### src/verilog/dcache_consts.svh
`ifndef DCACHE_CONSTS_SVH
`define DCACHE_CONSTS_SVH

// ----------------------------------------------------------------------
// cache geometry
// ----------------------------------------------------------------------
`define DC_XLEN       32    // data and address width
`define DC_BLK_BYTES  16    // bytes per block
`define DC_WAYS       2     // two-way set associative
`define DC_SETS       16

// address split, tag | index | word | byte
`define DC_OFF_BITS   4     // log2 of block bytes
`define DC_IDX_BITS   4     // log2 of sets
`define DC_TAG_BITS   24    // xlen minus index and offset

// ----------------------------------------------------------------------
// burst and line
// ----------------------------------------------------------------------
`define DC_BEATS      4     // words per block, one per bus beat
`define DC_BEAT_BITS  2
`define DC_LINE_BITS  128   // blk_bytes * 8

`define DC_LFSR_BITS  20    // victim pick shift register

`endif

### src/verilog/dcache_pkg.sv
`include "dcache_consts.svh"

package dcache_pkg;

  // one address word, seen flat for the bus or split for the lookup
  typedef union packed {
    logic [`DC_XLEN-1:0] a;                // flat view
    struct packed {
      logic [`DC_TAG_BITS-1:0]  tag;
      logic [`DC_IDX_BITS-1:0]  idx;       // set select
      logic [`DC_BEAT_BITS-1:0] word;      // word within block
      logic [1:0]               byte_off;  // byte within word
    } f;
  } dc_addr_u;

endpackage

### src/verilog/dcache_tag_array.sv
`include "dcache_consts.svh"

module dcache_tag_array (
  input  logic                        clk_i,
  input  logic                        rst_ni,
  input  logic [`DC_IDX_BITS-1:0]     lookup_idx_i,
  input  logic [`DC_TAG_BITS-1:0]     lookup_tag_i,
  input  logic                        tag_we_i,
  input  logic                        dirty_we_i,
  input  logic                        lfsr_hold_i,
  input  logic [$clog2(`DC_WAYS)-1:0] victim_way_i,   // way written by tag_we
  output logic                        hit_o,
  output logic [$clog2(`DC_WAYS)-1:0] hit_way_o,
  output logic [$clog2(`DC_WAYS)-1:0] victim_way_o,
  output logic                        victim_dirty_o,
  output logic [`DC_TAG_BITS-1:0]     victim_tag_o
);

  localparam int way_w = $clog2(`DC_WAYS);

  logic [`DC_TAG_BITS-1:0]  tag_mem [`DC_WAYS][`DC_SETS];
  logic [`DC_SETS-1:0]      valid_q [`DC_WAYS];   // flops, cleared at reset
  logic [`DC_SETS-1:0]      dirty_q [`DC_WAYS];
  logic [`DC_TAG_BITS-1:0]  tag_rd  [`DC_WAYS];
  dcache_pkg::dc_addr_u     cmp_q;                // registered lookup
  logic [`DC_LFSR_BITS-1:0] lfsr_q;
  logic [way_w-1:0]         victim_q;
  logic [`DC_WAYS-1:0]      way_vld;
  logic [`DC_WAYS-1:0]      way_drt;
  logic [`DC_WAYS-1:0]      way_hit;

  // ----------------------------------------------------------------------
  // tag storage, registered read
  // ----------------------------------------------------------------------
  always_ff @(posedge clk_i)
  begin
    for (int w = 0; w < `DC_WAYS; w++)
    begin
      if (tag_we_i && victim_way_i == way_w'(w))
        tag_mem[w][lookup_idx_i] <= lookup_tag_i;
      tag_rd[w] <= tag_mem[w][lookup_idx_i];   // old value on a write edge
    end
    cmp_q.a <= {lookup_tag_i, lookup_idx_i, {`DC_OFF_BITS{1'b0}}};
  end

  // valid and dirty
  always_ff @(posedge clk_i or negedge rst_ni)
  begin
    if (!rst_ni)
    begin
      for (int w = 0; w < `DC_WAYS; w++)
      begin
        valid_q[w] <= '0;
        dirty_q[w] <= '0;
      end
    end
    else
    begin
      for (int w = 0; w < `DC_WAYS; w++)
      begin
        if (tag_we_i && victim_way_i == way_w'(w))
        begin
          valid_q[w][lookup_idx_i] <= 1'b1;   // fresh block is clean
          dirty_q[w][lookup_idx_i] <= 1'b0;
        end
        else if (dirty_we_i && hit_way_o == way_w'(w))
          dirty_q[w][lookup_idx_i] <= 1'b1;
      end
    end
  end

  // ----------------------------------------------------------------------
  // compare, hit way falls back to victim on a miss
  // ----------------------------------------------------------------------
  always_comb
  begin
    hit_way_o = victim_q;
    for (int w = 0; w < `DC_WAYS; w++)
    begin
      way_vld[w] = valid_q[w][cmp_q.f.idx];
      way_drt[w] = dirty_q[w][cmp_q.f.idx];
      way_hit[w] = way_vld[w] & (tag_rd[w] == cmp_q.f.tag);
      if (way_hit[w])
        hit_way_o = way_w'(w);
    end
  end

  assign hit_o          = |way_hit;
  assign victim_way_o   = victim_q;
  assign victim_dirty_o = way_vld[victim_q] & way_drt[victim_q];
  assign victim_tag_o   = tag_rd[victim_q];

  // free-running pick, frozen for the whole miss
  always_ff @(posedge clk_i or negedge rst_ni)
  begin
    if (!rst_ni)
    begin
      lfsr_q   <= '0;                          // xnor taps, zero is legal
      victim_q <= '0;
    end
    else if (!lfsr_hold_i)
    begin
      lfsr_q   <= {lfsr_q[`DC_LFSR_BITS-2:0],
                   lfsr_q[`DC_LFSR_BITS-1] ~^ lfsr_q[`DC_LFSR_BITS-4]};
      victim_q <= lfsr_q[way_w-1:0];
    end
  end

endmodule

### config.mk
export PLATFORM = sky130hd
export DESIGN_NAME = dcache_tag_array
export DESIGN_NICKNAME = d
export VERILOG_FILES = /design/src/verilog/dcache_pkg.sv /design/src/verilog/dcache_tag_array.sv
export VERILOG_INCLUDE_DIRS = /design/src /design/src/verilog
export SDC_FILE = /design/constraint.sdc
export NUM_CORES = 1
export LEC_CHECK = 0
export BUFFER_PORTS_ARGS = -buffer_cell sky130_fd_sc_hd__buf_2
export CAP_MARGIN = 20
export CORE_MARGIN = 2
export CORE_UTILIZATION = 49
export DETAILED_ROUTE_END_ITERATION = 7
export GPL_ROUTABILITY_DRIVEN = 0
export HOLD_SLACK_MARGIN = 0.06
export PLACE_DENSITY = 0.67
export SLEW_MARGIN = 20
export SYNTH_ARGS = -nofsm -noshare
export SYNTH_HDL_FRONTEND = slang
export SYNTH_SLANG_ARGS = --single-unit
### constraint.sdc
create_clock -name clk_i -period 2 [get_ports clk_i]
set_input_delay 0.4 -clock clk_i [delete_from_list [all_inputs] [get_ports clk_i]]
set_output_delay 0.4 -clock clk_i [all_outputs]
set_load 0.1 [all_outputs]
==> results.toml, run 1 <==
[floorplanning]
die_w_um = 272
die_h_um = 272
coreArea_sq_um = 71200
dieArea_sq_um = 73800
io_pins = 62
num_rows = 98
floorplan.initialDensity = 0.493

[critical_path]
crit_chain = "buf_12 > mux4_2 > a22oi_2 > nand3_2 > nand4_1 > a21o_1 > buf_12"
crit_family = "multiplexers"
critPathRequiredTime_ps = 1600
rrSetupSlack_ps = -500
worstSetupPathDepth = 7
cpPeakStageDelay_ps = 500
crit_path_top_delay_cell = "mux4_2"
path_class = "flop to primary output"
crit_fanout = 8
cp-endpoint = "hit_way_o"
arrival_ps = 2570
end_kind = "primary output"
reg2reg_from = "tag_rd[0][0]"
cp_common_cell = "buf_12"
startpoint_type = "flop"
startpoint = "cmp_q[4]"
cp_num_buf_inv = 2
r2r_cells = 9

[clock_network]
tritoncts = "built"
cts.reportedPaths.clkPinSlew_ps = 60
cts-root-buf = "clkbuf_16"
insertion_delay_ps = 650
numCtsBuffers = 92
clk_path_buf_depth = 3
cts_max_level = 3
clkSinkCount = 928

[drt]
vias = 17598
highest-signal-layer = "met5"
wl_met3_um = 6430
wl_per_cell_um = 29.8
route.met2.wl_um = 42300
dr.pass1.iters = 5
drtAntennaViolNets = 0
first_iter_violations = 2233
routed_wl_um = 87300
vias_per_cell = 6.02
drc_errors = 0
wl_met1_um = 36200

[timing]
fmax_mhz = 336
period_share = 1.49
clock_skew_ps = 27.0
relSlewSlack = 0.333
fin_crit_ps = 2970
fin_hold_ws_ps = 110
setup_ws_ps = -973
hold_violations = 0
worst_slew_pin_slew_ps = 1000
rsz0062_at_grt = "yes"
setup_viol = 60
slew_violations = 0

[power]
ir_drop_mv = 0.954
p_per_area_nw_per_um2 = 1100
cellLeakagePower_nw = 14.8

[layout]
fillers = 4792
num_antenna_cells = 0
layout-drive-gt1-share = 0.432
layout_commonest_cell = "edfxtp_1"
layout_common_cells = "edfxtp_1 (768), mux4_2 (256), buf_4 (137), buf_12 (120), clkbuf_16 (97)"
fin_nets = 1929
final_cells = 2924
fin_area_sq_um = 43600
areaGrowthSynthToFinish_pct = 24.2

[grt]
antenna_found_initial = 3
grt_pass1_wl_um = 126000
grt-ovfl-total = 0
grt_max_degree = 37
track_usage = 0.241
grt_pass1_vias = 17985

[status]
failed_checks = "negative setup slack"
status = "finished with violations"

[placement]
port_buffers = 61
dp_hpwl_um = 53200
dp.cells = 2738
placed_area_sq_um = 39700

[synthesis]
synth_cell_types = 36
async_flop_share = 0.0905
ys.flop_type = "edfxtp_1"
synth_fp_nets = 1619
yosysWarnings = 0
seq_area_frac_synth = 0.760
synthesis.area_sq_um = 35100
synth_area_per_cell_sq_um = 22.1
synth-seq-cells = 928
synthCells = 1585
synth-edff-count = 768

[run]
cap_violations = 0

[min_path]
hold_class = "input pin to flop"
[kinds of logic after synthesis]
family / count (synthesis) / synth area share
DFF: 928 / 0.760
muxes: 301 / 0.180
and+or+nand+nor: 157 / 0.0222
buffers and inverters: 102 / 0.0127
xor gates and xnor gates: 49 / 0.0122
AOI/OAI and AO/OA: 48 / 0.0125
[state kept, by name (all words and copies together) (netlist names), named ones only]
register and flops:
tag_rd 48, cmp_q 28, tag_mem 768, valid_q 32, lfsr_q 20
[final cells by class]
type | count | area, sq um | share of cell area
clock buffer | 117 | 2570 | 0.0590
clock inverter | 56 | 683 | 0.0157
inverter | 23 | 154 | 0.00353
multi-input combinational | 555 | 8570 | 0.197
sequential | 928 | 26700 | 0.613
tap | 950 | 1190 | 0.0273
timing repair buffer | 295 | 3720 | 0.0853
[worst min-delay path by stage]
stage | startpoint | end | depth (start not counted)
3_3_place_gp | rst_ni | valid_q[15] | 1
2_1_floorplan | rst_ni | async pin | 0
4_1_cts | lookup_idx_i[1] | cmp_q[5] | 1
3_5_place_dp | rst_ni | valid_q[15] | 1
6_report | lookup_idx_i[1] | cmp_q[5] | 1
5_1_grt | lookup_idx_i[1] | cmp_q[5] | 1
[timing repair]
action	4_1_cts	5_1_grt
hold buffers	1	0
pin swaps	7	4
cloned	1	1
setup buffers	10	4
endpoints found under the hold margin	34	0
gates resized for setup	57	21
endpoints found under the setup margin	59	60
[metrics by stage]
step           setup TNS [ps]  total power (W)  utilization  setup WS, ps
2_1_floorplan           -2760           0.0266            -          -235
3_3_place_gp           -49300           0.0293        0.558          -424
3_5_place_dp           -59490           0.0294        0.558          -510
4_1_cts                -20230           0.0481        0.609         -1000
5_1_grt                -27490           0.0494        0.612         -1050
6_report               -25200           0.0480        0.612          -973
[Yosys cell counts, types with 3 or more instances]
library cell  number  area, sq um
o41ai_1            7         61.3
mux4_1             7          184
edfxtp_1         768        23100
buf_6              3         33.8
nand2b_1          28          175
nor4_1             7         43.8
xnor2_1           32          280
o31ai_1           16          120
dfxtp_1           76         1520
mux4_2           251         5650
buf_1             12         45.0
buf_2             18         90.1
nor2b_1            7         43.8
or2_2             10         62.6
nand2_1           58          218
clkbuf_1          42          158
nand3_1           11         55.1
nor3_1             4         20.0
inv_1             23         86.3
nor2_1            17         63.8
xor2_1            17          149
o21ai_0           12         60.1
dfrtp_1           84         2100
mux2_2            43          484
nand4_1           10         62.6
o41ai_2            8          130
[worst register-to-register path: cells and delay by family, from the launching register on]
kind,cells,cell delay (ps)
compound gates,2,410
xor+xnor,1,260
buf+inv,3,670
flops,1,340
simple gates,3,680
[where the power goes]
part           total [W]  internal, W  switching (W)
registers         0.0225       0.0219       0.000606
clock network     0.0182       0.0110        0.00728
logic            0.00729      0.00328        0.00401
[metal layers]
layer  up-vias  track usage
met5         -            0
met4         2       0.0713
met3       141       0.0422
met2       806        0.378
met1      9505        0.350
li1       7144            -
No activity file was read; power rests on OpenSTA's default activity.
==> inputs of run 2 (changes only) <==
--- a/config.mk
+++ b/config.mk
@@ -14,5 +14,5 @@
 export GPL_ROUTABILITY_DRIVEN = 0
 export HOLD_SLACK_MARGIN = 0.06
-export PLACE_DENSITY = 0.67
+export PLACE_DENSITY_LB_ADDON = 0.12
 export SLEW_MARGIN = 20
 export SYNTH_ARGS = -nofsm -noshare
==> constraint.sdc (replaced) <==
create_clock -name clk_i -period 2 [get_ports clk_i]
set_input_delay 0.5 -clock clk_i [delete_from_list [all_inputs] [get_ports clk_i]]
set_output_delay 0.5 -clock clk_i [all_outputs]
set_load 0.1 [all_outputs]
==> run 2 against run 1 <==
Effect of this change:
- the flow still finishes with violations (negative setup slack)
- total power shrank 1.2%
- core utilization down 0.065 points
- combinational power decreased by 2%
- worst hold slack gained 62 ps
- via count decreased by 1.5%
- sequential power is essentially flat
- clock power decreased by 2%
- design area decreased by 0.11%
- critical path depth is the same
- die area stayed put
- routed wire length decreased by 1.0%
- highest routed layer unchanged
==> results.toml, run 2 (same netlist as run 1, synthesis figures left out) <==
[critical_path]
reg2reg_from = "cmp_q[15]"
startpoint_type = "flop"
startpoint = "cmp_q[15]"
end_kind = "primary output"
path_class = "flop to primary output"
arrival_ps = 2610
r2r_cells = 10
critPathRequiredTime_ps = 1500
crit_fanout = 3
cp-endpoint = "hit_way_o"
rrSetupSlack_ps = -390

[min_path]
hold_class = "input pin to flop"

[placement]
dp_slack_ps = -585
port_buffers = 61
dp_hpwl_um = 54500

[grt]
grt-ovfl-total = 0
antenna_found_initial = 1
grt_max_degree = 35
grt_pass1_vias = 18118
grt_pass1_wl_um = 126000
track_usage = 0.240

[timing]
setup_ws_ps = -1110
hold_violations = 0
setup_viol = 60
setup_tns_ps = -23880
worst_slew_pin_slew_ps = 631
fin_hold_ws_ps = 173
rsz0062_at_grt = "yes"
period_share = 1.56
relSlewSlack = 0.579
fmax_mhz = 321
slew_violations = 0
fin_crit_ps = 3110
clock_skew_ps = 16.5

[clock_network]
cts.reportedPaths.clkPinSlew_ps = 60
clkSinkCount = 928
cts_max_level = 3
cts-root-buf = "clkbuf_16"
insertion_delay_ps = 640
tritoncts = "built"
clk_path_buf_depth = 3
numCtsBuffers = 94

[layout]
layout_common_cells = "edfxtp_1 (768), mux4_2 (256), buf_4 (143), buf_12 (119), clkbuf_16 (97)"
layout-drive-gt1-share = 0.437
areaGrowthSynthToFinish_pct = 24.0
fillers = 4964
reg.largest.list = "tag_mem: 768 flops, tag_rd: 48 flops, valid_q: 32 flops"
layout_commonest_cell = "edfxtp_1"
largest_reg_flops = 768
largest-register = "tag_mem"
utilization = 0.611
num_antenna_cells = 0
fin_nets = 1936

[floorplanning]
num_rows = 98
die_h_um = 272
dieArea_sq_um = 73800
floorplan.initialDensity = 0.493
coreArea_sq_um = 71200
die_w_um = 272
io_pins = 62

[status]
status = "finished with violations"
failed_checks = "negative setup slack"

[drt]
wl_per_cell_um = 29.5
vias = 17329
drtAntennaViolNets = 0
first_iter_violations = 1649
wl_met1_um = 36500
dr.pass1.iters = 7
drc_errors = 0
vias_per_cell = 5.91
routed_wl_um = 86400
route.met2.wl_um = 41600
wl_met3_um = 6130
highest-signal-layer = "met5"

[power]
p_per_area_nw_per_um2 = 1090
ir_drop_mv = 1.21
cellLeakagePower_nw = 14.7
total_power_w = 0.0474

[run]
cap_violations = 0
run 2: worst max-delay path, stage by stage (launching register included):
cell	delay, ps
dfxtp_1	320
buf_4	130
xor2_1	140
nor4_2	560
buf_4	230
and4_4	250
a21o_1	160
buf_12	190
run 2: worst min path at each step:
stage                    startpoint     endpoint  slack (ps)  cells past startpoint
floorplan                    rst_ni    async pin         200                      0
global placement         valid_q[5]   valid_q[5]         450                      1
detailed placement      valid_q[12]  valid_q[12]         450                      1
CTS                 lookup_idx_i[2]     cmp_q[6]         130                      1
global route        lookup_idx_i[2]     cmp_q[6]         140                      1
finish              lookup_idx_i[2]     cmp_q[6]         170                      1
run 2: stage by stage:
step	cell area (sq um)	instances
2_1_floorplan	35700	1585
4_1_cts	43400	2929
3_3_place_gp	39900	2748
5_1_grt	43500	2930
3_5_place_dp	39900	2748
6_report	43500	2930
run 2: timing repair:
action | 4_1_cts | 5_1_grt
pin swaps | 3 | 8
gates cloned | 3 | 1
resized for setup | 31 | 30
setup buffers | 4 | 2
hold buffers | 1 | 0
endpoints found under the hold margin | 31 | 0
endpoints found under the setup margin | 59 | 60
run 2: layout make-up:
| cell class | count | area (sq um) | share of cell area |
|---|---|---|---|
| Clock buffer | 121 | 2610 | 0.0598 |
| Timing Repair Buffer | 300 | 3760 | 0.0863 |
| Clock inverter | 53 | 579 | 0.0133 |
| Sequential cell | 928 | 26700 | 0.613 |
| Multi-Input combinational cell | 555 | 8540 | 0.196 |
| Tap cell | 950 | 1190 | 0.0273 |
| Inverter | 23 | 169 | 0.00388 |
run 2: where the power goes:
| part | switching (W) | internal (W) |
|---|---|---|
| registers | 0.000595 | 0.0219 |
| clock network | 0.00723 | 0.0106 |
| logic | 0.00388 | 0.00322 |
| total | 0.0117 | 0.0357 |
run 2: per-layer routing:
| layer | vias up | global-route usage |
|---|---|---|
| met5 | - | 0 |
| met4 | 2 | 0.0665 |
| met3 | 123 | 0.0436 |
| met2 | 656 | 0.379 |
| met1 | 9353 | 0.349 |
| li1 | 7195 | - |
