==> src/verilog/dcache_consts.svh <==
`ifndef DCACHE_CONSTS_SVH
`define DCACHE_CONSTS_SVH

// ----------------------------------------------------------------------
// cache geometry
// ----------------------------------------------------------------------
`define DC_XLEN       32    // data and address width
`define DC_BLK_BYTES  16    // bytes per block
`define DC_WAYS       2     // two-way set associative
`define DC_SETS       16

// address split, tag | index | word | byte
`define DC_OFF_BITS   4     // log2 of block bytes
`define DC_IDX_BITS   4     // log2 of sets
`define DC_TAG_BITS   24    // xlen minus index and offset

// ----------------------------------------------------------------------
// burst and line
// ----------------------------------------------------------------------
`define DC_BEATS      4     // words per block, one per bus beat
`define DC_BEAT_BITS  2
`define DC_LINE_BITS  128   // blk_bytes * 8

`define DC_LFSR_BITS  20    // victim pick shift register

`endif

==> src/verilog/dcache_pkg.sv <==
`include "dcache_consts.svh"

package dcache_pkg;

  // one address word, seen flat for the bus or split for the lookup
  typedef union packed {
    logic [`DC_XLEN-1:0] a;                // flat view
    struct packed {
      logic [`DC_TAG_BITS-1:0]  tag;
      logic [`DC_IDX_BITS-1:0]  idx;       // set select
      logic [`DC_BEAT_BITS-1:0] word;      // word within block
      logic [1:0]               byte_off;  // byte within word
    } f;
  } dc_addr_u;

endpackage

==> src/verilog/dcache_ctrl.sv <==
`include "dcache_consts.svh"

module dcache_ctrl (
  input  logic                        clk_i,
  input  logic                        rst_ni,
  // cpu side, one access at a time
  input  logic                        cpu_req_i,
  input  logic [`DC_XLEN-1:0]         cpu_adr_i,
  input  logic                        cpu_we_i,
  input  logic [`DC_XLEN/8-1:0]       cpu_be_i,
  input  logic [`DC_XLEN-1:0]         cpu_d_i,
  output logic [`DC_XLEN-1:0]         cpu_q_o,
  output logic                        cpu_ack_o,
  // array controls
  output logic [`DC_IDX_BITS-1:0]     lookup_idx_o,
  output logic [`DC_TAG_BITS-1:0]     lookup_tag_o,
  output logic [`DC_BEAT_BITS-1:0]    word_off_o,
  output logic [`DC_XLEN/8-1:0]       be_o,
  output logic [`DC_XLEN-1:0]         wdata_o,
  output logic                        tag_we_o,     // tag, valid, clean into victim way
  output logic                        dirty_we_o,   // set dirty in hit way
  output logic [`DC_WAYS-1:0]         word_we_o,
  output logic [`DC_WAYS-1:0]         line_we_o,
  output logic                        lfsr_hold_o,
  input  logic                        hit_i,
  input  logic [$clog2(`DC_WAYS)-1:0] hit_way_i,
  input  logic [$clog2(`DC_WAYS)-1:0] victim_way_i,
  input  logic                        victim_dirty_i,
  input  logic [`DC_TAG_BITS-1:0]     victim_tag_i,
  input  logic [`DC_XLEN-1:0]         rdata_i,
  // burst unit handshake
  output logic                        burst_req_o,
  output logic                        burst_we_o,
  output logic [`DC_XLEN-1:0]         burst_adr_o,
  input  logic                        burst_ack_i
);

  localparam logic [2:0] st_idle    = 3'd0;
  localparam logic [2:0] st_lookup  = 3'd1;   // arrays read the index
  localparam logic [2:0] st_compare = 3'd2;   // hit known here
  localparam logic [2:0] st_wb      = 3'd3;   // dirty victim out
  localparam logic [2:0] st_fill    = 3'd4;   // new block in
  localparam logic [2:0] st_done    = 3'd5;   // ack up until req drops

  logic [2:0]            state_q;
  dcache_pkg::dc_addr_u  adr_q;
  dcache_pkg::dc_addr_u  wb_adr;     // victim block base
  logic                  we_q;
  logic [`DC_XLEN/8-1:0] be_q;
  logic [`DC_XLEN-1:0]   d_q;
  logic                  miss_q;     // set from first miss to final hit
  logic                  wr_hit;
  logic                  fill_end;

  // ----------------------------------------------------------------------
  // request capture
  // ----------------------------------------------------------------------
  always_ff @(posedge clk_i)
  begin
    if (state_q == st_idle && cpu_req_i)
    begin
      adr_q.a <= cpu_adr_i;
      we_q    <= cpu_we_i;
      be_q    <= cpu_be_i;
      d_q     <= cpu_d_i;
    end
    if (state_q == st_done && !cpu_ack_o)
      cpu_q_o <= rdata_i;                 // word of hit way, held under ack
  end

  // lookup fields from the split view
  assign lookup_idx_o = adr_q.f.idx;
  assign lookup_tag_o = adr_q.f.tag;
  assign word_off_o   = adr_q.f.word;
  assign be_o         = be_q;
  assign wdata_o      = d_q;

  // ----------------------------------------------------------------------
  // access fsm
  // ----------------------------------------------------------------------
  always_ff @(posedge clk_i or negedge rst_ni)
  begin
    if (!rst_ni)
    begin
      state_q     <= st_idle;
      cpu_ack_o   <= 1'b0;
      burst_req_o <= 1'b0;
      miss_q      <= 1'b0;
    end
    else
    begin
      case (state_q)
        st_idle:    if (cpu_req_i) state_q <= st_lookup;
        st_lookup:  state_q <= st_compare;
        st_compare:
        begin
          miss_q <= ~hit_i;
          if (hit_i)
            state_q <= st_done;
          else
          begin
            burst_req_o <= 1'b1;          // write-back first if victim dirty
            state_q     <= victim_dirty_i ? st_wb : st_fill;
          end
        end
        st_wb:
        begin
          if (burst_req_o && burst_ack_i)
            burst_req_o <= 1'b0;
          else if (!burst_req_o && !burst_ack_i)
          begin
            burst_req_o <= 1'b1;          // unit idle again, start fill
            state_q     <= st_fill;
          end
        end
        st_fill:
        begin
          if (fill_end)
            burst_req_o <= 1'b0;
          else if (!burst_req_o && !burst_ack_i)
            state_q <= st_lookup;         // look again, completes as hit
        end
        st_done:
        begin
          if (!cpu_ack_o)
            cpu_ack_o <= 1'b1;
          else if (!cpu_req_i)
          begin
            cpu_ack_o <= 1'b0;
            state_q   <= st_idle;
          end
        end
        default:    state_q <= st_idle;
      endcase
    end
  end

  // ----------------------------------------------------------------------
  // array strobes
  // ----------------------------------------------------------------------
  assign wr_hit   = (state_q == st_compare) & hit_i & we_q;
  assign fill_end = (state_q == st_fill) & burst_req_o & burst_ack_i;  // fill line valid

  assign dirty_we_o  = wr_hit;
  assign word_we_o   = {`DC_WAYS{wr_hit}} & (`DC_WAYS'(1) << hit_way_i);
  assign tag_we_o    = fill_end;
  assign line_we_o   = {`DC_WAYS{fill_end}} & (`DC_WAYS'(1) << victim_way_i);
  assign lfsr_hold_o = miss_q | ((state_q == st_compare) & ~hit_i);

  // victim base from stored tag, fill base from the flat address
  always_comb
  begin
    wb_adr.f.tag      = victim_tag_i;
    wb_adr.f.idx      = adr_q.f.idx;
    wb_adr.f.word     = '0;
    wb_adr.f.byte_off = '0;
  end

  assign burst_we_o  = (state_q == st_wb);
  assign burst_adr_o = burst_we_o ? wb_adr.a
                                  : {adr_q.a[`DC_XLEN-1:`DC_OFF_BITS], {`DC_OFF_BITS{1'b0}}};

endmodule

==> config.mk <==
export PLATFORM = sky130hd
export DESIGN_NAME = dcache_ctrl
export DESIGN_NICKNAME = d
export VERILOG_FILES = /design/src/verilog/dcache_pkg.sv /design/src/verilog/dcache_ctrl.sv
export VERILOG_INCLUDE_DIRS = /design/src /design/src/verilog
export SDC_FILE = /design/constraint.sdc
export NUM_CORES = 1
export LEC_CHECK = 0
export ABC_CLOCK_PERIOD_IN_PS = 7200
export BUFFER_PORTS_ARGS = -buffer_cell sky130_fd_sc_hd__buf_2
export CAP_MARGIN = 20
export CORE_ASPECT_RATIO = 0.75
export CORE_MARGIN = 2
export CORE_UTILIZATION = 30
export CTS_CLUSTER_DIAMETER = 40
export DETAILED_ROUTE_END_ITERATION = 6
export GPL_ROUTABILITY_DRIVEN = 0
export PLACE_DENSITY = 0.74
export SLEW_MARGIN = 25
export SYNTH_ARGS = -nofsm -noshare
export SYNTH_HDL_FRONTEND = slang
export SYNTH_SLANG_ARGS = --single-unit
==> constraint.sdc <==
create_clock -name clk_i -period 7.2 [get_ports clk_i]
set_clock_uncertainty 0.05 [all_clocks]
set_input_delay 0.72 -clock clk_i [delete_from_list [all_inputs] [get_ports clk_i]]
set_output_delay 0.72 -clock clk_i [all_outputs]
set_load 0.005 [all_outputs]
==> results of run 1 <==
==> worst paths after layout <==
path / start / end
min in group clk_i: miss_q$_DFFE_PN0P_ / miss_q$_DFFE_PN0P_
setup / recovery: state_q[2]$_DFFE_PN0P_ / burst_adr_o[10]
hold / removal: rst_ni / state_q[2]$_DFFE_PN0P_
hold reg to reg: miss_q$_DFFE_PN0P_ / miss_q$_DFFE_PN0P_
setup reg to reg: state_q[1]$_DFFE_PN0P_ / cpu_q_o[8]$_DFFE_PP_
max in group asynchronous: rst_ni / state_q[1]$_DFFE_PN0P_
==> synthesized netlist by cell type <==
library cell  count  area (um2)
buf_12            2        40.0
buf_4             8        60.1
nor2_1            6        22.5
or2_4             1        8.76
o21a_1            1        7.51
dfrtp_1           6         150
or3b_2            1        8.76
mux2_4           18         270
inv_4             1        6.26
nor3_1            2        10.0
o21ai_0           3        15.0
nor2b_1           2        12.5
a21oi_1           3        15.0
buf_2             1        5.00
nand3b_1          1        7.51
a31oi_1           1        6.26
nand2b_4          1        13.8
and2_1            2        12.5
mux2_2            7        78.8
nor3b_1           1        7.51
buf_6             2        22.5
edfxtp_1         99        2970
a21o_2            1        8.76
o221a_2           1        11.3
nand2_1           3        11.3
nand2b_1          2        12.5
inv_8             1        11.3
o211ai_1          1        7.51
conb_1            1        3.75
inv_1             3        11.3
nand4_1           1        6.26
o32ai_1           1        8.76
a2111oi_0         1        8.76
or2_2             1        6.26
or3_1             1        6.26
==> state kept, by name (all words and copies together) (netlist names) <==
register / count
adr_q: 30
be_o: 4
burst_req_o: 1
cpu_ack_o: 1
cpu_q_o: 32
miss_q: 1
state_q: 3
wdata_o: 32
we_q: 1
==> cell type report <==
type                       count  area, um2  area share, %
clock inverter                 6       65.1           1.16
clock buffer                  10        229           4.09
inverter                       5       28.8          0.514
timing repair buffer         266       1330           23.8
multi-input combinational     67        609           10.9
sequential                   105       3120           55.8
tap                          166        208           3.71
==> critical path: stages, from the launching register on <==
cell and delay [ps]:
dfrtp_1 490, nand2b_4 210, or2_4 270, inv_8 210, mux2_2 370, buf_2 130
==> kinds of logic after synthesis <==
family	count (synthesis)
buf+inv	18
simple gates	25
mux	25
flops	105
other cells	1
compound gates	13
==> routing by layer <==
metal | vias to the layer above | routed length, um | global-route usage (%)
met5 | - | 0 | 0
met4 | 0 | 82 | 3.61
met3 | 6 | 958 | 5.90
met2 | 139 | 4920 | 22.6
met1 | 1249 | 3400 | 13.9
li1 | 1237 | - | -
==> metrics by stage <==
step                      hold WS [ps]  worst slack, ps  utilization [%]
final                              155             4390             45.0
after global routing               144             4310             45.0
after CTS                          136             4370             45.0
after detailed placement           467             4770             42.6
after global placement             435             4800             42.6
after floorplan                    374             4270                -
==> power breakdown <==
group	leakage (nW)	switching, mW	internal, mW
Clock	0.144	0.229	0.246
Combinational	1.34	0.199	0.217
Sequential	0.977	0.0555	0.790
==> flow_summary.json, run 1 <==
{
  "finalCriticalPeriod_ps": 2810,
  "synthSimpleGateAreaFrac_pct": 3.79,
  "wire_per_inst_um": 15.0,
  "crit_type": "flop to primary output",
  "layout-drive-gt1-share_pct": 68.8,
  "synth_compound_area_share_pct": 2.30,
  "drc": 0,
  "synth-seq-area-share_pct": 80.8,
  "via_count": 2631,
  "synthMuxAreaShare_pct": 9.03,
  "grt-ovfl-total": 0,
  "syn-cell-area_mm2": 0.00387,
  "clock-root-buffer": "clkbuf_16",
  "max_freq_mhz": 356,
  "hold_buffers": 0,
  "n_fill_cell": 1133,
  "yosys_register_bits": 105,
  "portBuffers": 266,
  "hp-class": "input port to asynchronous set/reset pin",
  "synth_xor_xnor_area_share_pct": 0,
  "n_antenna_cell": 0,
  "drt_pass1_iterations": 4,
  "hpwlAfterDp_um": 7210,
  "setup_violations": 0,
  "drt_wl_total_um": 9360,
  "hold_viol_final": 0,
  "pin_count": 273,
  "p_leak_nw": 2.46,
  "cts-resized-gates": 0,
  "h-tree-depth": 3,
  "relSlewSlack_pct": 38.4,
  "final-max-slew-violation-count": 0,
  "dp_cells": 609,
  "startpoint_type": "flop",
  "regToRegSetupSlack_ps": 5260,
  "coreArea_mm2": 0.0124,
  "rsz0062_at_grt": "no",
  "synth_warnings": 0,
  "avgSynthCellArea_um2": 20.7,
  "cts_buffers": 9,
  "rows": 35,
  "layout_commonest_cell": "buf_2",
  "cts_setup_buffers": 0,
  "layout.nets": 587,
  "stdcell_area_mm2": 0.00559,
  "finalCritPeriodShare_pct": 39.0,
  "area_delta_synth_final_pct": 44.6,
  "die_x_um": 135,
  "grt_max_degree": 68,
  "insertion_delay_ps": 330,
  "fin_cells": 625,
  "viasPerCell": 4.21,
  "report.power.total_mw": 1.74,
  "end_kind": "primary output",
  "final_cell_mix": "buf_2, edfxtp_1, mux2_4",
  "start_util_pct": 31.1,
  "cts.sinks": 105,
  "gr-usage-all-layers_pct": 12.8,
  "ant_nets": 0,
  "cap_violations": 0,
  "cts_buffer_depth": 2,
  "yosys.cell_types.count": 35,
  "crit_fanout": 26,
  "die_h_um": 102,
  "synthCells": 187,
  "place_area_mm2": 0.00530,
  "status": "finished, final reports clean",
  "synth_top_family_by_area": "multiplexers",
  "r2r_cells": 2,
  "synth_fa_ha_area_share_pct": 0,
  "critPathRequiredTime_ps": 6430,
  "die-area_mm2": 0.0138,
  "grt_pass1_wl_um": 13400,
  "antenna_found_initial": 0,
  "clk_pin_slew_ps": 70,
  "worst_ep_arrival_time_ps": 2040,
  "drtIter0Drc": 99,
  "power_density_mw_per_mm2": 310,
  "worst_pin_slew_ps": 921,
  "grt_pass1_vias": 2708,
  "setup_tns_ps": 0,
  "vdd_ir_drop_max_v": 0.000173,
  "cts_tree": "yes"
}
Power figures use the tool's default switching activity.
==> run 2: changes to the inputs <==
--- a/config.mk
+++ b/config.mk
@@ -6,7 +6,7 @@
 export SDC_FILE = /design/constraint.sdc
 export NUM_CORES = 1
 export LEC_CHECK = 0
-export ABC_CLOCK_PERIOD_IN_PS = 7200
+export ABC_CLOCK_PERIOD_IN_PS = 2500
 export BUFFER_PORTS_ARGS = -buffer_cell sky130_fd_sc_hd__buf_2
 export CAP_MARGIN = 20
 export CORE_ASPECT_RATIO = 0.75
@@ -15,7 +15,7 @@
 export CTS_CLUSTER_DIAMETER = 40
 export DETAILED_ROUTE_END_ITERATION = 6
 export GPL_ROUTABILITY_DRIVEN = 0
-export PLACE_DENSITY = 0.74
+export PLACE_DENSITY = 0.76
 export SLEW_MARGIN = 25
 export SYNTH_ARGS = -nofsm -noshare
 export SYNTH_HDL_FRONTEND = slang
==> constraint.sdc (replaced) <==
create_clock -name clk_i -period 2.5 [get_ports clk_i]
set_clock_uncertainty 0.05 [all_clocks]
set_input_delay 0.25 -clock clk_i [delete_from_list [all_inputs] [get_ports clk_i]]
set_output_delay 0.25 -clock clk_i [all_outputs]
set_load 0.005 [all_outputs]
==> flow_summary.json, run 2 (synthesis gave the netlist of run 1 again) <==
{
  "vdd_ir_drop_max_v": 0.000538,
  "die-area_mm2": 0.0138,
  "die_h_um": 102,
  "end_kind": "primary output",
  "power_density_mw_per_mm2": 892,
  "final_cell_mix": "buf_2, edfxtp_1, mux2_4",
  "cts_buffer_depth": 2,
  "hold_buffers": 1,
  "worst_ep_arrival_time_ps": 2010,
  "cts_setup_buffers": 0,
  "clock-root-buffer": "clkbuf_16",
  "startpoint_type": "flop",
  "die_x_um": 135,
  "grt-ovfl-total": 0,
  "drt_wl_total_um": 9880,
  "finalCritPeriodShare_pct": 92.4,
  "regToRegSetupSlack_ps": 790,
  "viasPerCell": 4.28,
  "grt_max_degree": 40,
  "ant_nets": 0,
  "hp-class": "input port to flop",
  "h-tree-depth": 3,
  "wire_per_inst_um": 15.7,
  "pwr-share-seq_pct": 48.5,
  "drt_pass1_iterations": 4,
  "cts.sinks": 105,
  "layout-drive-gt1-share_pct": 69.0,
  "hpwlAfterDp_um": 7780,
  "cts-resized-gates": 0,
  "portBuffers": 266,
  "report.power.total_mw": 5.02,
  "hold_viol_final": 0,
  "multiInputGateArea_um2": 609,
  "combPwrFrac_pct": 24.6,
  "via_count": 2687,
  "start_util_pct": 31.1,
  "rows": 35,
  "pin_count": 273,
  "setup_tns_ps": 0,
  "area_delta_synth_final_pct": 45.7,
  "antenna_found_initial": 0,
  "gr-usage-all-layers_pct": 13.4,
  "dp_cells": 612,
  "regArea_mm2": 0.00312,
  "setup_violations": 0,
  "swShare_pct": 28.0,
  "crit_type": "flop to primary output",
  "coreArea_mm2": 0.0124,
  "switching_power_mw": 1.41,
  "n_antenna_cell": 0,
  "cts_tree": "yes",
  "cap_violations": 0,
  "whs_ps": 30.9,
  "internal-power_mw": 3.62,
  "p_clk_share_pct": 26.9,
  "rsz0062_at_grt": "no",
  "grt_pass1_wl_um": 14000,
  "final-max-slew-violation-count": 0,
  "n_fill_cell": 1124,
  "max_freq_mhz": 433,
  "crit_fanout": 26,
  "layout.nets": 591,
  "critPathRequiredTime_ps": 2200,
  "p_leak_nw": 2.47,
  "insertion_delay_ps": 330,
  "drc": 0,
  "layout_commonest_cell": "buf_2",
  "drtIter0Drc": 84,
  "status": "finished, final reports clean",
  "finalCriticalPeriod_ps": 2310,
  "cts_buffers": 9,
  "clk_pin_slew_ps": 80,
  "grt_pass1_vias": 2783,
  "fin_cells": 628
}
==> run 2: critical path, cell delays in order (launching register included) <==
cell      delay [ps]
dfrtp_1          490
nand2b_4         210
or2_4            270
inv_8            210
mux2_2           370
buf_2            120
==> run 2: layer usage <==
metal / part of all wire, % / vias up / global-route usage [%]
li1: - / 1244 / -
met1: 36 / 1289 / 14.1
met2: 54 / 144 / 24.9
met3: 9.2 / 10 / 5.46
met4: 1.2 / 0 / 4.17
met5: 0 / - / 0
==> run 2: metrics by stage <==
stage          worst slack (ps)  utilization, %  instance area [um2]
3_5_place_dp                554            42.9                 5340
4_1_cts                     174            45.3                 5630
3_3_place_gp                598            42.9                 5340
2_1_floorplan              2.99               -                 3880
5_1_grt                     106            45.3                 5630
6_report                    189            45.3                 5630
==> run 2: power groups by stage <==
stage / Sequential, mW / Clock, mW / Combinational, mW
after global placement: 2.45 / 0 / 1.23
after floorplan: 2.44 / 0 / 0.751
after CTS: 2.44 / 1.41 / 1.27
after global routing: 2.47 / 1.47 / 1.35
after detailed placement: 2.48 / 0 / 1.26
final: 2.44 / 1.35 / 1.24
==> run 2: area by class of cell <==
type / instances / share of cell area (%)
Clock buffer: 9 / 4.00
Multi-Input combinational cell: 67 / 10.8
Inverter: 5 / 0.511
Timing Repair Buffer: 270 / 24.4
Clock inverter: 6 / 1.13
Tap cell: 166 / 3.69
Sequential cell: 105 / 55.4
==> run 2: worst paths after layout <==
path	from	depth (start not counted)	end
max	state_q[2]$_DFFE_PN0P_	5	burst_adr_o[8]
min	cpu_d_i[30]	1	wdata_o[30]$_DFFE_PP_
max reg2reg	state_q[0]$_DFFE_PN0P_	3	cpu_q_o[4]$_DFFE_PP_
min reg2reg	miss_q$_DFFE_PN0P_	2	miss_q$_DFFE_PN0P_
max in group asynchronous	rst_ni	2	state_q[2]$_DFFE_PN0P_
min in group asynchronous	rst_ni	2	miss_q$_DFFE_PN0P_
