### src/verilog/dcache_consts.svh
`ifndef DCACHE_CONSTS_SVH
`define DCACHE_CONSTS_SVH

// ----------------------------------------------------------------------
// cache geometry
// ----------------------------------------------------------------------
`define DC_XLEN       32    // data and address width
`define DC_BLK_BYTES  16    // bytes per block
`define DC_WAYS       2     // two-way set associative
`define DC_SETS       16

// address split, tag | index | word | byte
`define DC_OFF_BITS   4     // log2 of block bytes
`define DC_IDX_BITS   4     // log2 of sets
`define DC_TAG_BITS   24    // xlen minus index and offset

// ----------------------------------------------------------------------
// burst and line
// ----------------------------------------------------------------------
`define DC_BEATS      4     // words per block, one per bus beat
`define DC_BEAT_BITS  2
`define DC_LINE_BITS  128   // blk_bytes * 8

`define DC_LFSR_BITS  20    // victim pick shift register

`endif

### src/verilog/dcache_burst_unit.sv
`include "dcache_consts.svh"

module dcache_burst_unit (
  input  logic                     clk_i,
  input  logic                     rst_ni,
  // control handshake
  input  logic                     burst_req_i,
  input  logic                     burst_we_i,
  input  logic [`DC_XLEN-1:0]      burst_adr_i,
  input  logic [`DC_LINE_BITS-1:0] victim_line_i,
  output logic                     burst_ack_o,
  output logic [`DC_LINE_BITS-1:0] fill_line_o,
  // bus
  output logic                     bus_stb_o,
  input  logic                     bus_stb_ack_i,
  output logic                     bus_we_o,
  output logic [`DC_XLEN-1:0]      bus_adr_o,
  output logic [`DC_XLEN-1:0]      bus_d_o,
  input  logic [`DC_XLEN-1:0]      bus_q_i,
  input  logic                     bus_ack_i
);

  localparam logic [1:0] st_idle     = 2'd0;
  localparam logic [1:0] st_wait_stb = 2'd1;   // strobe held till accepted
  localparam logic [1:0] st_burst    = 2'd2;
  localparam logic [1:0] st_ack      = 2'd3;   // ack held till req drops

  logic [1:0]               state_q;
  logic [`DC_BEAT_BITS-1:0] beat_q;            // beats left minus one
  logic                     we_q;
  logic [`DC_XLEN-1:0]      adr_q;
  logic [`DC_LINE_BITS-1:0] sr_q;              // word 0 at the bottom

  // ----------------------------------------------------------------------
  // control
  // ----------------------------------------------------------------------
  always_ff @(posedge clk_i or negedge rst_ni)
  begin
    if (!rst_ni)
    begin
      state_q <= st_idle;
      beat_q  <= '0;
      we_q    <= 1'b0;
    end
    else
    begin
      case (state_q)
        st_idle:
        begin
          if (burst_req_i)
          begin
            we_q    <= burst_we_i;
            beat_q  <= `DC_BEAT_BITS'(`DC_BEATS - 1);
            state_q <= st_wait_stb;
          end
        end
        st_wait_stb: if (bus_stb_ack_i) state_q <= st_burst;
        st_burst:
        begin
          if (bus_ack_i)
          begin
            beat_q <= beat_q - 1'b1;
            if (beat_q == '0)
              state_q <= st_ack;             // last beat taken
          end
        end
        default:     if (!burst_req_i) state_q <= st_idle;
      endcase
    end
  end

  // ----------------------------------------------------------------------
  // line shift register, one word per beat
  // ----------------------------------------------------------------------
  always_ff @(posedge clk_i)
  begin
    if (state_q == st_idle && burst_req_i)
    begin
      adr_q <= burst_adr_i;                  // block base
      if (burst_we_i)
        sr_q <= victim_line_i;
    end
    else if (state_q == st_burst && bus_ack_i)
      sr_q <= {bus_q_i, sr_q[`DC_LINE_BITS-1:`DC_XLEN]};  // read word in at top
  end

  assign bus_stb_o   = (state_q == st_wait_stb);
  assign bus_we_o    = we_q;
  assign bus_adr_o   = adr_q;
  assign bus_d_o     = sr_q[`DC_XLEN-1:0];   // next write word
  assign burst_ack_o = (state_q == st_ack);
  assign fill_line_o = sr_q;

endmodule

### config.mk
export PLATFORM = sky130hd
export DESIGN_NAME = dcache_burst_unit
export DESIGN_NICKNAME = d
export VERILOG_FILES = /design/src/verilog/dcache_burst_unit.sv
export VERILOG_INCLUDE_DIRS = /design/src /design/src/verilog
export SDC_FILE = /design/constraint.sdc
export NUM_CORES = 1
export LEC_CHECK = 0
export BUFFER_PORTS_ARGS = -buffer_cell sky130_fd_sc_hd__buf_2
export CAP_MARGIN = 20
export CORE_AREA = 2 2 153 155
export CTS_BUF_LIST = sky130_fd_sc_hd__clkbuf_16
export CTS_CLUSTER_SIZE = 16
export DETAILED_ROUTE_END_ITERATION = 12
export DIE_AREA = 0 0 155 157
export GPL_TIMING_DRIVEN = 1
export MAX_ROUTING_LAYER = met4
export SYNTH_ARGS = -nofsm -noshare
export SYNTH_HDL_FRONTEND = slang
export SYNTH_SLANG_ARGS = --single-unit
### constraint.sdc
create_clock -name clk_i -period 30.2 [get_ports clk_i]
set_clock_uncertainty 0.1 [all_clocks]
set_input_delay 1.51 -clock clk_i [delete_from_list [all_inputs] [get_ports clk_i]]
set_output_delay 1.51 -clock clk_i [all_outputs]
set_load 0.1 [all_outputs]
==> metrics.csv, run 1 <==
stage;metric;value;unit
cells_and_area;fin_util;43.8;%
worst_setup_path;worst_r2r_startpoint;state_q[0];
timing;grt_setup_unrepaired;no;
placed_design;post-dp-hpwl;14.3;mm
worst_setup_path;r2r_slack;27.12;ns
cts;ctsHoldBuffers;0;
placed_design;globalplace.congestion;0.786;
floorplan;die_y;157;µm
worst_setup_path;timing.setup.critical_path_class;input pin to register;
timing;tightestPinTransition;0.996;ns
synthesis;syn_inst;376;
cts;root_buffer;sky130_fd_sc_hd__clkbuf_16;
cells_and_area;drive_gt1_share;73.9;%
synthesis;yosys.area_share.simple;0.620;%
synthesis;ys_ff_latch;165;
floorplan;io_pins;393;
floorplan;dieArea;24300;µm²
cts;post_cts_setup_buffer_count;0;
grt;groute.usage.overall;14.7;%
synthesis;synth_warnings;0;
floorplan;area_inside_the_core_boundary;22500;µm²
cts;clock_path_buffers;2;
timing;finalCritPeriodShare;11.9;%
routing;detail_route.iter0.violations;296;
cells_and_area;final_common_cell;sky130_fd_sc_hd__buf_2;
grt;first_global_vias;4485;
grt;grt_max_degree;75;
synthesis;synth.top_cells.by_area;sky130_fd_sc_hd__edfxtp_1, sky130_fd_sc_hd__mux2_4, sky130_fd_sc_hd__mux2_2;
cells_and_area;syn_to_final_growth;35.5;%
worst_setup_path;r2r_cells;5;
routing;number_of_design_rule_violations_left_after_detail_routing;0;
worst_hold_path;min-delay-path-class;register to register;
cts;htree_levels;4;
floorplan;chipWidth;155;µm
cells_and_area;layout.nets;946;
timing;tns;0;ns
worst_setup_path;critPathArrivalTime;3.65;ns
synthesis;main_combinational_cell_family_by_area_after_synthesis;multiplexers;
worst_setup_path;setup.worst_path.end_class;register;
cts;post_cts_resize_count;0;
routing;antenna_violating_nets_post_route;0;
worst_setup_path;start_kind;input pin;
worst_hold_path;endpoint_of_the_worst_hold_path;bus_we_o;
grt;global_route_wire_length_before_repair;26.1;mm
synthesis;syn-mean-instance-area;19.3;µm²
grt;global_route.overflow_total;0;
synthesis;synth-seq-area-share;67.8;%
placed_design;dp_cells;1009;
timing;finalWorstPathRequiredPeriod;3.58;ns
floorplan;floorplan.initialDensity;32.3;%
synthesis;synth.largest_area_cell;sky130_fd_sc_hd__edfxtp_1;
routing;wl_per_cell;17.7;µm
grt;initial_antenna_violation_count;0;
placed_design;placement.setup.worst_slack;26.15;ns
routing;first_pass_iters;4;
synthesis;synth.area.mux_share;24.1;%
synthesis;synth_nets;579;
synthesis;mappedNetlistArea;7270;µm²
cells_and_area;antenna_cells_inserted;0;
cts;clkSlewWorstSetupHoldPaths;0.08;ns
cells_and_area;mostFrequentLayoutCells;sky130_fd_sc_hd__buf_2, sky130_fd_sc_hd__edfxtp_1, sky130_fd_sc_hd__mux2_4;
worst_setup_path;worst-endpoint-required;30.27;ns
worst_setup_path;critical_path_maximum_fanout;60;
timing;fmaxAchievable;0.279;GHz
status;run_status;completed;
cts;worstSkewPairLatency;0.42;ns
synthesis;post_synth_adder_cell_area;0.861;%
timing;maxSlewHeadroom;33.6;%
worst_hold_path;hold_start;bus_we_o;
timing;final.setup.worst_slack;26.62;ns
timing;timing_hold_violations_final;0;
cells_and_area;finish.cell_count_without_fillers;1041;
worst_hold_path;hold_depth;2;
cts;cts_inserted_buffers;17;
floorplan;core.rowCount;55;
worst_setup_path;capturing_point_of_the_worst_reg2reg_path;fill_line_o[12];
placed_design;place.port_buffers;392;
run;max_cap_violations;0;
synthesis;synth-xor-area-share;0;%
synthesis;synth.lib_cells_used.distinct;22;
cts;cts.sink_count;165;
synthesis;netlist.area_leader.share;66.1;%
synthesis;synth_compound_gate_area_share;0.878;%
routing;routed_wl;18.5;mm
cts;cts_tree;done;
timing;finalMaxSlewViolations;0;
routing;route.vias.total;4464;
timing;setup_viol;0;
routing;dr_vias_cell;4.29;
[routing by layer]
| layer | track usage, % | routed length (µm) | up-vias |
|---|---|---|---|
| li1 | - | - | 2143 |
| met1 | 17.5 | 7430 | 2132 |
| met2 | 24.3 | 9590 | 172 |
| met3 | 4.43 | 1160 | 17 |
| met4 | 4.50 | 296 | 0 |
| met5 | - | 0 | - |
[worst max-delay path by stage]
stage                      startpoint               to  slack [ns]  depth (start not counted)
after CTS                 burst_req_i  fill_line_o[37]       26.60                          4
after global placement    burst_req_i  fill_line_o[13]       26.19                          4
final                     burst_req_i  fill_line_o[12]       26.62                          4
after floorplan           burst_req_i   fill_line_o[0]       18.19                          5
after global routing      burst_req_i  fill_line_o[12]       26.50                          4
after detailed placement  burst_req_i  fill_line_o[12]       26.15                          4
[layout make-up]
cell class / instances / area [µm²]
clock buffers: 17 / 425
clock inverters: 15 / 181
fillers: 2073 / 12700
inverters: 8 / 30.0
multi-input cells: 155 / 1930
flip-flops and latches: 165 / 4930
well taps: 285 / 357
repair buffers: 396 / 1990
[state kept, by name (all words and copies together) (netlist names)]
name,count
bus_adr_o,32
beat_q,2
fill_line_o,128
bus_we_o,1
state_q,2
[cell usage after synthesis]
library cell	number
sky130_fd_sc_hd__mux2_2	53
sky130_fd_sc_hd__a31oi_1	1
sky130_fd_sc_hd__mux2i_1	1
sky130_fd_sc_hd__nand2_1	2
sky130_fd_sc_hd__o21ai_0	5
sky130_fd_sc_hd__mux2_4	76
sky130_fd_sc_hd__nor2_1	1
sky130_fd_sc_hd__buf_6	9
sky130_fd_sc_hd__edfxtp_1	160
sky130_fd_sc_hd__nand3_1	3
sky130_fd_sc_hd__inv_1	8
sky130_fd_sc_hd__a21oi_1	3
sky130_fd_sc_hd__buf_8	1
sky130_fd_sc_hd__buf_2	6
sky130_fd_sc_hd__and2_1	1
sky130_fd_sc_hd__ha_1	5
sky130_fd_sc_hd__nand4_1	1
sky130_fd_sc_hd__buf_4	32
sky130_fd_sc_hd__a2bb2oi_1	1
sky130_fd_sc_hd__nand2b_1	1
sky130_fd_sc_hd__o2111ai_1	1
sky130_fd_sc_hd__dfrtp_1	5
[worst max-delay path, cell delays in order]
cell                     delay (ns)
sky130_fd_sc_hd__buf_2         0.12
sky130_fd_sc_hd__and2_4        0.64
sky130_fd_sc_hd__buf_4         0.87
sky130_fd_sc_hd__mux2_2        0.43
[per-stage QoR]
stage | hold slack, ns | area [µm²]
global placement | 0.450 | 9240
detailed placement | 0.446 | 9240
global route | 0.479 | 9850
floorplan | 0.433 | 7270
CTS | 0.454 | 9850
finish | 0.454 | 9850
[kinds of logic after synthesis]
| logic type | Yosys count |
|---|---|
| AOI/OAI and AO/OA | 11 |
| adders and majority gates | 5 |
| buffers and inverters | 56 |
| DFF | 165 |
| muxes | 130 |
| and+or+nand+nor | 9 |
Power of run 1 is not shown: default switching activity piles up to over one toggle a cycle in this logic, so the estimate is an artifact.
==> run 2, diff against run 1 <==
--- a/config.mk
+++ b/config.mk
@@ -6,13 +6,14 @@
 export SDC_FILE = /design/constraint.sdc
 export NUM_CORES = 1
 export LEC_CHECK = 0
+export ABC_AREA = 1
 export BUFFER_PORTS_ARGS = -buffer_cell sky130_fd_sc_hd__buf_2
 export CAP_MARGIN = 20
-export CORE_AREA = 2 2 153 155
+export CORE_AREA = 2 2 152 154
 export CTS_BUF_LIST = sky130_fd_sc_hd__clkbuf_16
 export CTS_CLUSTER_SIZE = 16
 export DETAILED_ROUTE_END_ITERATION = 12
-export DIE_AREA = 0 0 155 157
+export DIE_AREA = 0 0 154 156
 export GPL_TIMING_DRIVEN = 1
 export MAX_ROUTING_LAYER = met4
 export SYNTH_ARGS = -nofsm -noshare
==> constraint.sdc (replaced) <==
create_clock -name clk_i -period 3.25 [get_ports clk_i]
set_clock_uncertainty 0.1 [all_clocks]
set_input_delay 0.1625 -clock clk_i [delete_from_list [all_inputs] [get_ports clk_i]]
set_output_delay 0.1625 -clock clk_i [all_outputs]
set_load 0.1 [all_outputs]
==> run 2 against run 1 <==
Non-clock buffer count increased by 199. Critical endpoint is now fill_line_o[124]. Clock-buffer cell count unchanged. Worst setup slack got worse by 26 ns. Wire length up 21%. Sequential cell count is the same. Synthesized cell count increased by 74%. Synthesized area down 3.7%.
==> metrics.csv, run 2 <==
stage;metric;value;unit;change
synthesis;synth.lib_cells_used.distinct;12;;-45%
routing;dr_vias_cell;4.27;;-0.36%
floorplan;area_inside_the_core_boundary;22400;µm²;-0.61%
power;power.leakage;5.52;nW;
synthesis;ys.flop_type;sky130_fd_sc_hd__edfxtp_1;;
timing;tns;0;ns;unchanged
routing;wl_per_cell;14.8;µm;-16%
grt;grt_use_met3;3.14;%;-1.3 points
grt;grtUsageMet2;32.6;%;+8.3 points
worst_setup_path;critical_path.n_buffers_inverters;4;;+2
routing;detail_route.iter0.violations;347;;+17%
run;max_cap_violations;0;;unchanged
routing;route.vias.total;6435;;+44%
worst_setup_path;critPathArrivalTime;2.78;ns;-0.87 ns
floorplan;io_pins;393;;unchanged
timing;setup_viol;0;;unchanged
cts;worstSkewPairLatency;0.41;ns;about the same
routing;antenna_violating_nets_post_route;0;;unchanged
cts;post_cts_setup_buffer_count;0;;unchanged
cts;htree_levels;4;;unchanged
grt;initial_antenna_violation_count;0;;unchanged
worst_setup_path;crit_slowest_cell;sky130_fd_sc_hd__dlygate4sd3_1;;
timing;tightestPinTransition;0.845;ns;-0.151 ns
worst_setup_path;path_cells;inv_1 > ha_1 > nand2_4 > inv_6 > buf_12 > nand2_1 > nand2_1 > dlygate4sd3_1;;
cells_and_area;drive_gt1_share;35.5;%;-38 points
timing;finalMaxSlewViolations;0;;unchanged
timing;grt_setup_unrepaired;no;;
cts;clkSlewWorstSetupHoldPaths;0.07;ns;about the same
cells_and_area;syn_to_final_growth;65.3;%;
cells_and_area;final_common_cell;sky130_fd_sc_hd__nand2_1;;
cells_and_area;layout.nets;1411;;+49%
floorplan;die_y;156;µm;-0.64%
synthesis;syn_inst;654;;+74%
synthesis;netlist.area_leader.share;68.7;%;+2.6 points
floorplan;chipWidth;154;µm;-0.65%
worst_hold_path;min-delay-path-class;input pin to register;;
synthesis;syn-mean-instance-area;10.7;µm²;-45%
worst_setup_path;critical_path_maximum_fanout;160;;+170%
synthesis;synth-edff-count;160;;unchanged
synthesis;async_flop_share;3.03;%;unchanged
timing;timing_hold_violations_final;0;;unchanged
worst_setup_path;cell_seen_most_often_among_critical_path_stages;sky130_fd_sc_hd__nand2_1;;
cts;cts_tree;done;;
floorplan;dieArea;24000;µm²;-1.3%
placed_design;globalplace.congestion;0.861;;+9.5%
grt;groute.usage.overall;18.6;%;+3.8 points
timing;maxSlewHeadroom;43.7;%;+10 points
synthesis;synth-seq-area-share;70.5;%;+2.6 points
routing;number_of_design_rule_violations_left_after_detail_routing;0;;unchanged
cells_and_area;layout.cell_area.non_filler;11600;µm²;+17%
grt;globalRoute.busiestLayer;met2;;
cts;cts.sink_count;165;;unchanged
synthesis;synth_warnings;0;;unchanged
worst_setup_path;setup.worst_path.end_class;register;;
grt;global_route_wire_length_before_repair;33.5;mm;+28%
power;power_density;1080;nW/µm²;
synthesis;synth_nets;857;;+48%
synthesis;synth.largest_area_cell;sky130_fd_sc_hd__edfxtp_1;;
worst_setup_path;start_kind;register;;
power;peakVddDrop;1020;µV;
grt;first_global_vias;6526;;+46%
routing;routed_wl;22.4;mm;+21%
placed_design;post-dp-hpwl;15.0;mm;+4.8%
synthesis;synth_most_common_cell;sky130_fd_sc_hd__nand2_1;;
timing;finalCritPeriodShare;80.1;%;
synthesis;ys_ff_latch;165;;unchanged
floorplan;floorplan.initialDensity;31.3;%;-1.0 points
cells_and_area;antenna_cells_inserted;0;;unchanged
timing;fmaxAchievable;0.384;GHz;
status;run_status;completed;;
timing;finalWorstPathRequiredPeriod;2.60;ns;
placed_design;dpl-instance-area;9050;µm²;-2.1%
cts;root_buffer;sky130_fd_sc_hd__clkbuf_16;;
synthesis;synth.top_cells.by_area;sky130_fd_sc_hd__edfxtp_1, sky130_fd_sc_hd__nand2_1, sky130_fd_sc_hd__buf_4;;
routing;first_pass_iters;5;;+1
worst_setup_path;worst-endpoint-required;3.43;ns;-26.84 ns
worst_setup_path;path_delay_family;buffers and inverters;;
worst_setup_path;slowest_delay;0.54;ns;-0.33 ns
worst_setup_path;timing.setup.critical_path_class;register to register;;
grt;grt_max_degree;161;;+110%
cells_and_area;number_of_flip_flops_in_the_largest_register;128;;unchanged
synthesis;synthTopCellsByCount;sky130_fd_sc_hd__nand2_1, sky130_fd_sc_hd__edfxtp_1, sky130_fd_sc_hd__buf_4;;
grt;grt_util_met1;21.5;%;+4.0 points
floorplan;core.rowCount;55;;unchanged
cts;cts_inserted_buffers;17;;unchanged
placed_design;place.port_buffers;392;;unchanged
cts;clock_path_buffers;2;;unchanged
cells_and_area;mostFrequentLayoutCells;sky130_fd_sc_hd__nand2_1, sky130_fd_sc_hd__buf_2, sky130_fd_sc_hd__dlygate4sd3_1;;
synthesis;mappedNetlistArea;7000;µm²;-3.7%
grt;global_route.overflow_total;0;;unchanged
==> run 2: power breakdown <==
| group | switching (mW) | internal [mW] |
|---|---|---|
| Clock | 0.924 | 1.02 |
| Sequential | 0.275 | 3.21 |
| Combinational | 5.84 | 1.17 |
| Total | 7.04 | 5.41 |
==> run 2: repair_timing <==
| action | in CTS | in global routing |
|---|---|---|
| resized for setup | 0 | 0 |
| hold buffers | 195 | 0 |
| endpoints found under the hold margin | 166 | 0 |
==> run 2: cell type report <==
cell class / count / area, µm²
Tap cell: 285 / 357
Clock inverter: 15 / 139
Multi-Input combinational cell: 419 / 1650
Sequential cell: 165 / 4930
Timing Repair Buffer: 595 / 4020
Inverter: 10 / 42.5
Fill cell: 1991 / 10800
Clock buffer: 17 / 425
==> run 2: logic make-up (layout without fill, tap and decap cells) <==
family | after synthesis | after routing | synth area share [%]
compound gates | 2 | 2 | 0.143
flops | 165 | 165 | 70.5
fa+ha+maj | 5 | 5 | 0.894
simple gates | 412 | 412 | 22.2
buf+inv | 70 | 637 | 6.31
==> run 2: stage by stage <==
| step | hold WS, ns | setup slack (ns) | util [%] | total power, mW | cells |
|---|---|---|---|---|---|
| 2_1_floorplan | -0.233 | 0.627 | - | 9.24 | 654 |
| 3_3_place_gp | -0.111 | 1.23 | 40.5 | 10.2 | 1279 |
| 3_5_place_dp | -0.110 | 1.19 | 40.5 | 10.3 | 1279 |
| 4_1_cts | 0.0882 | 0.756 | 51.7 | 12.5 | 1506 |
| 5_1_grt | 0.119 | 0.545 | 51.7 | 13.0 | 1506 |
| 6_report | 0.111 | 0.648 | 51.7 | 12.4 | 1506 |
==> run 2: final timing paths <==
check	slack (ns)	endpoint	startpoint	depth (start not counted)
worst min register to register	0.40	bus_we_o	bus_we_o	2
worst max register to register	0.65	fill_line_o[124]	state_q[1]	8
min in group asynchronous	0.56	state_q[0]	rst_ni	3
worst max-delay path	0.65	fill_line_o[124]	state_q[1]	8
worst min-delay path	0.11	beat_q[1]	bus_ack_i	5
max in group asynchronous	2.28	beat_q[0]	rst_ni	3
==> run 2: worst register-to-register path: cells and delay by family (launching register included) <==
family / cells / cell delay, ns
adder cells (fa/ha/maj): 1 / 0.24
buffers and inverters: 4 / 1.13
flip-flops: 1 / 0.41
AND/OR/NAND/NOR: 3 / 0.60
==> run 2: per-layer routing <==
layer | routed length [µm] | vias to the layer above | share of wire (%)
met2 | 11800 | 250 | 53
li1 | - | 3188 | -
met1 | 9060 | 2963 | 41
met4 | 548 | 0 | 2.5
met5 | 0 | - | 0
met3 | 960 | 34 | 4.3
No activity file was read; power rests on OpenSTA's default activity.
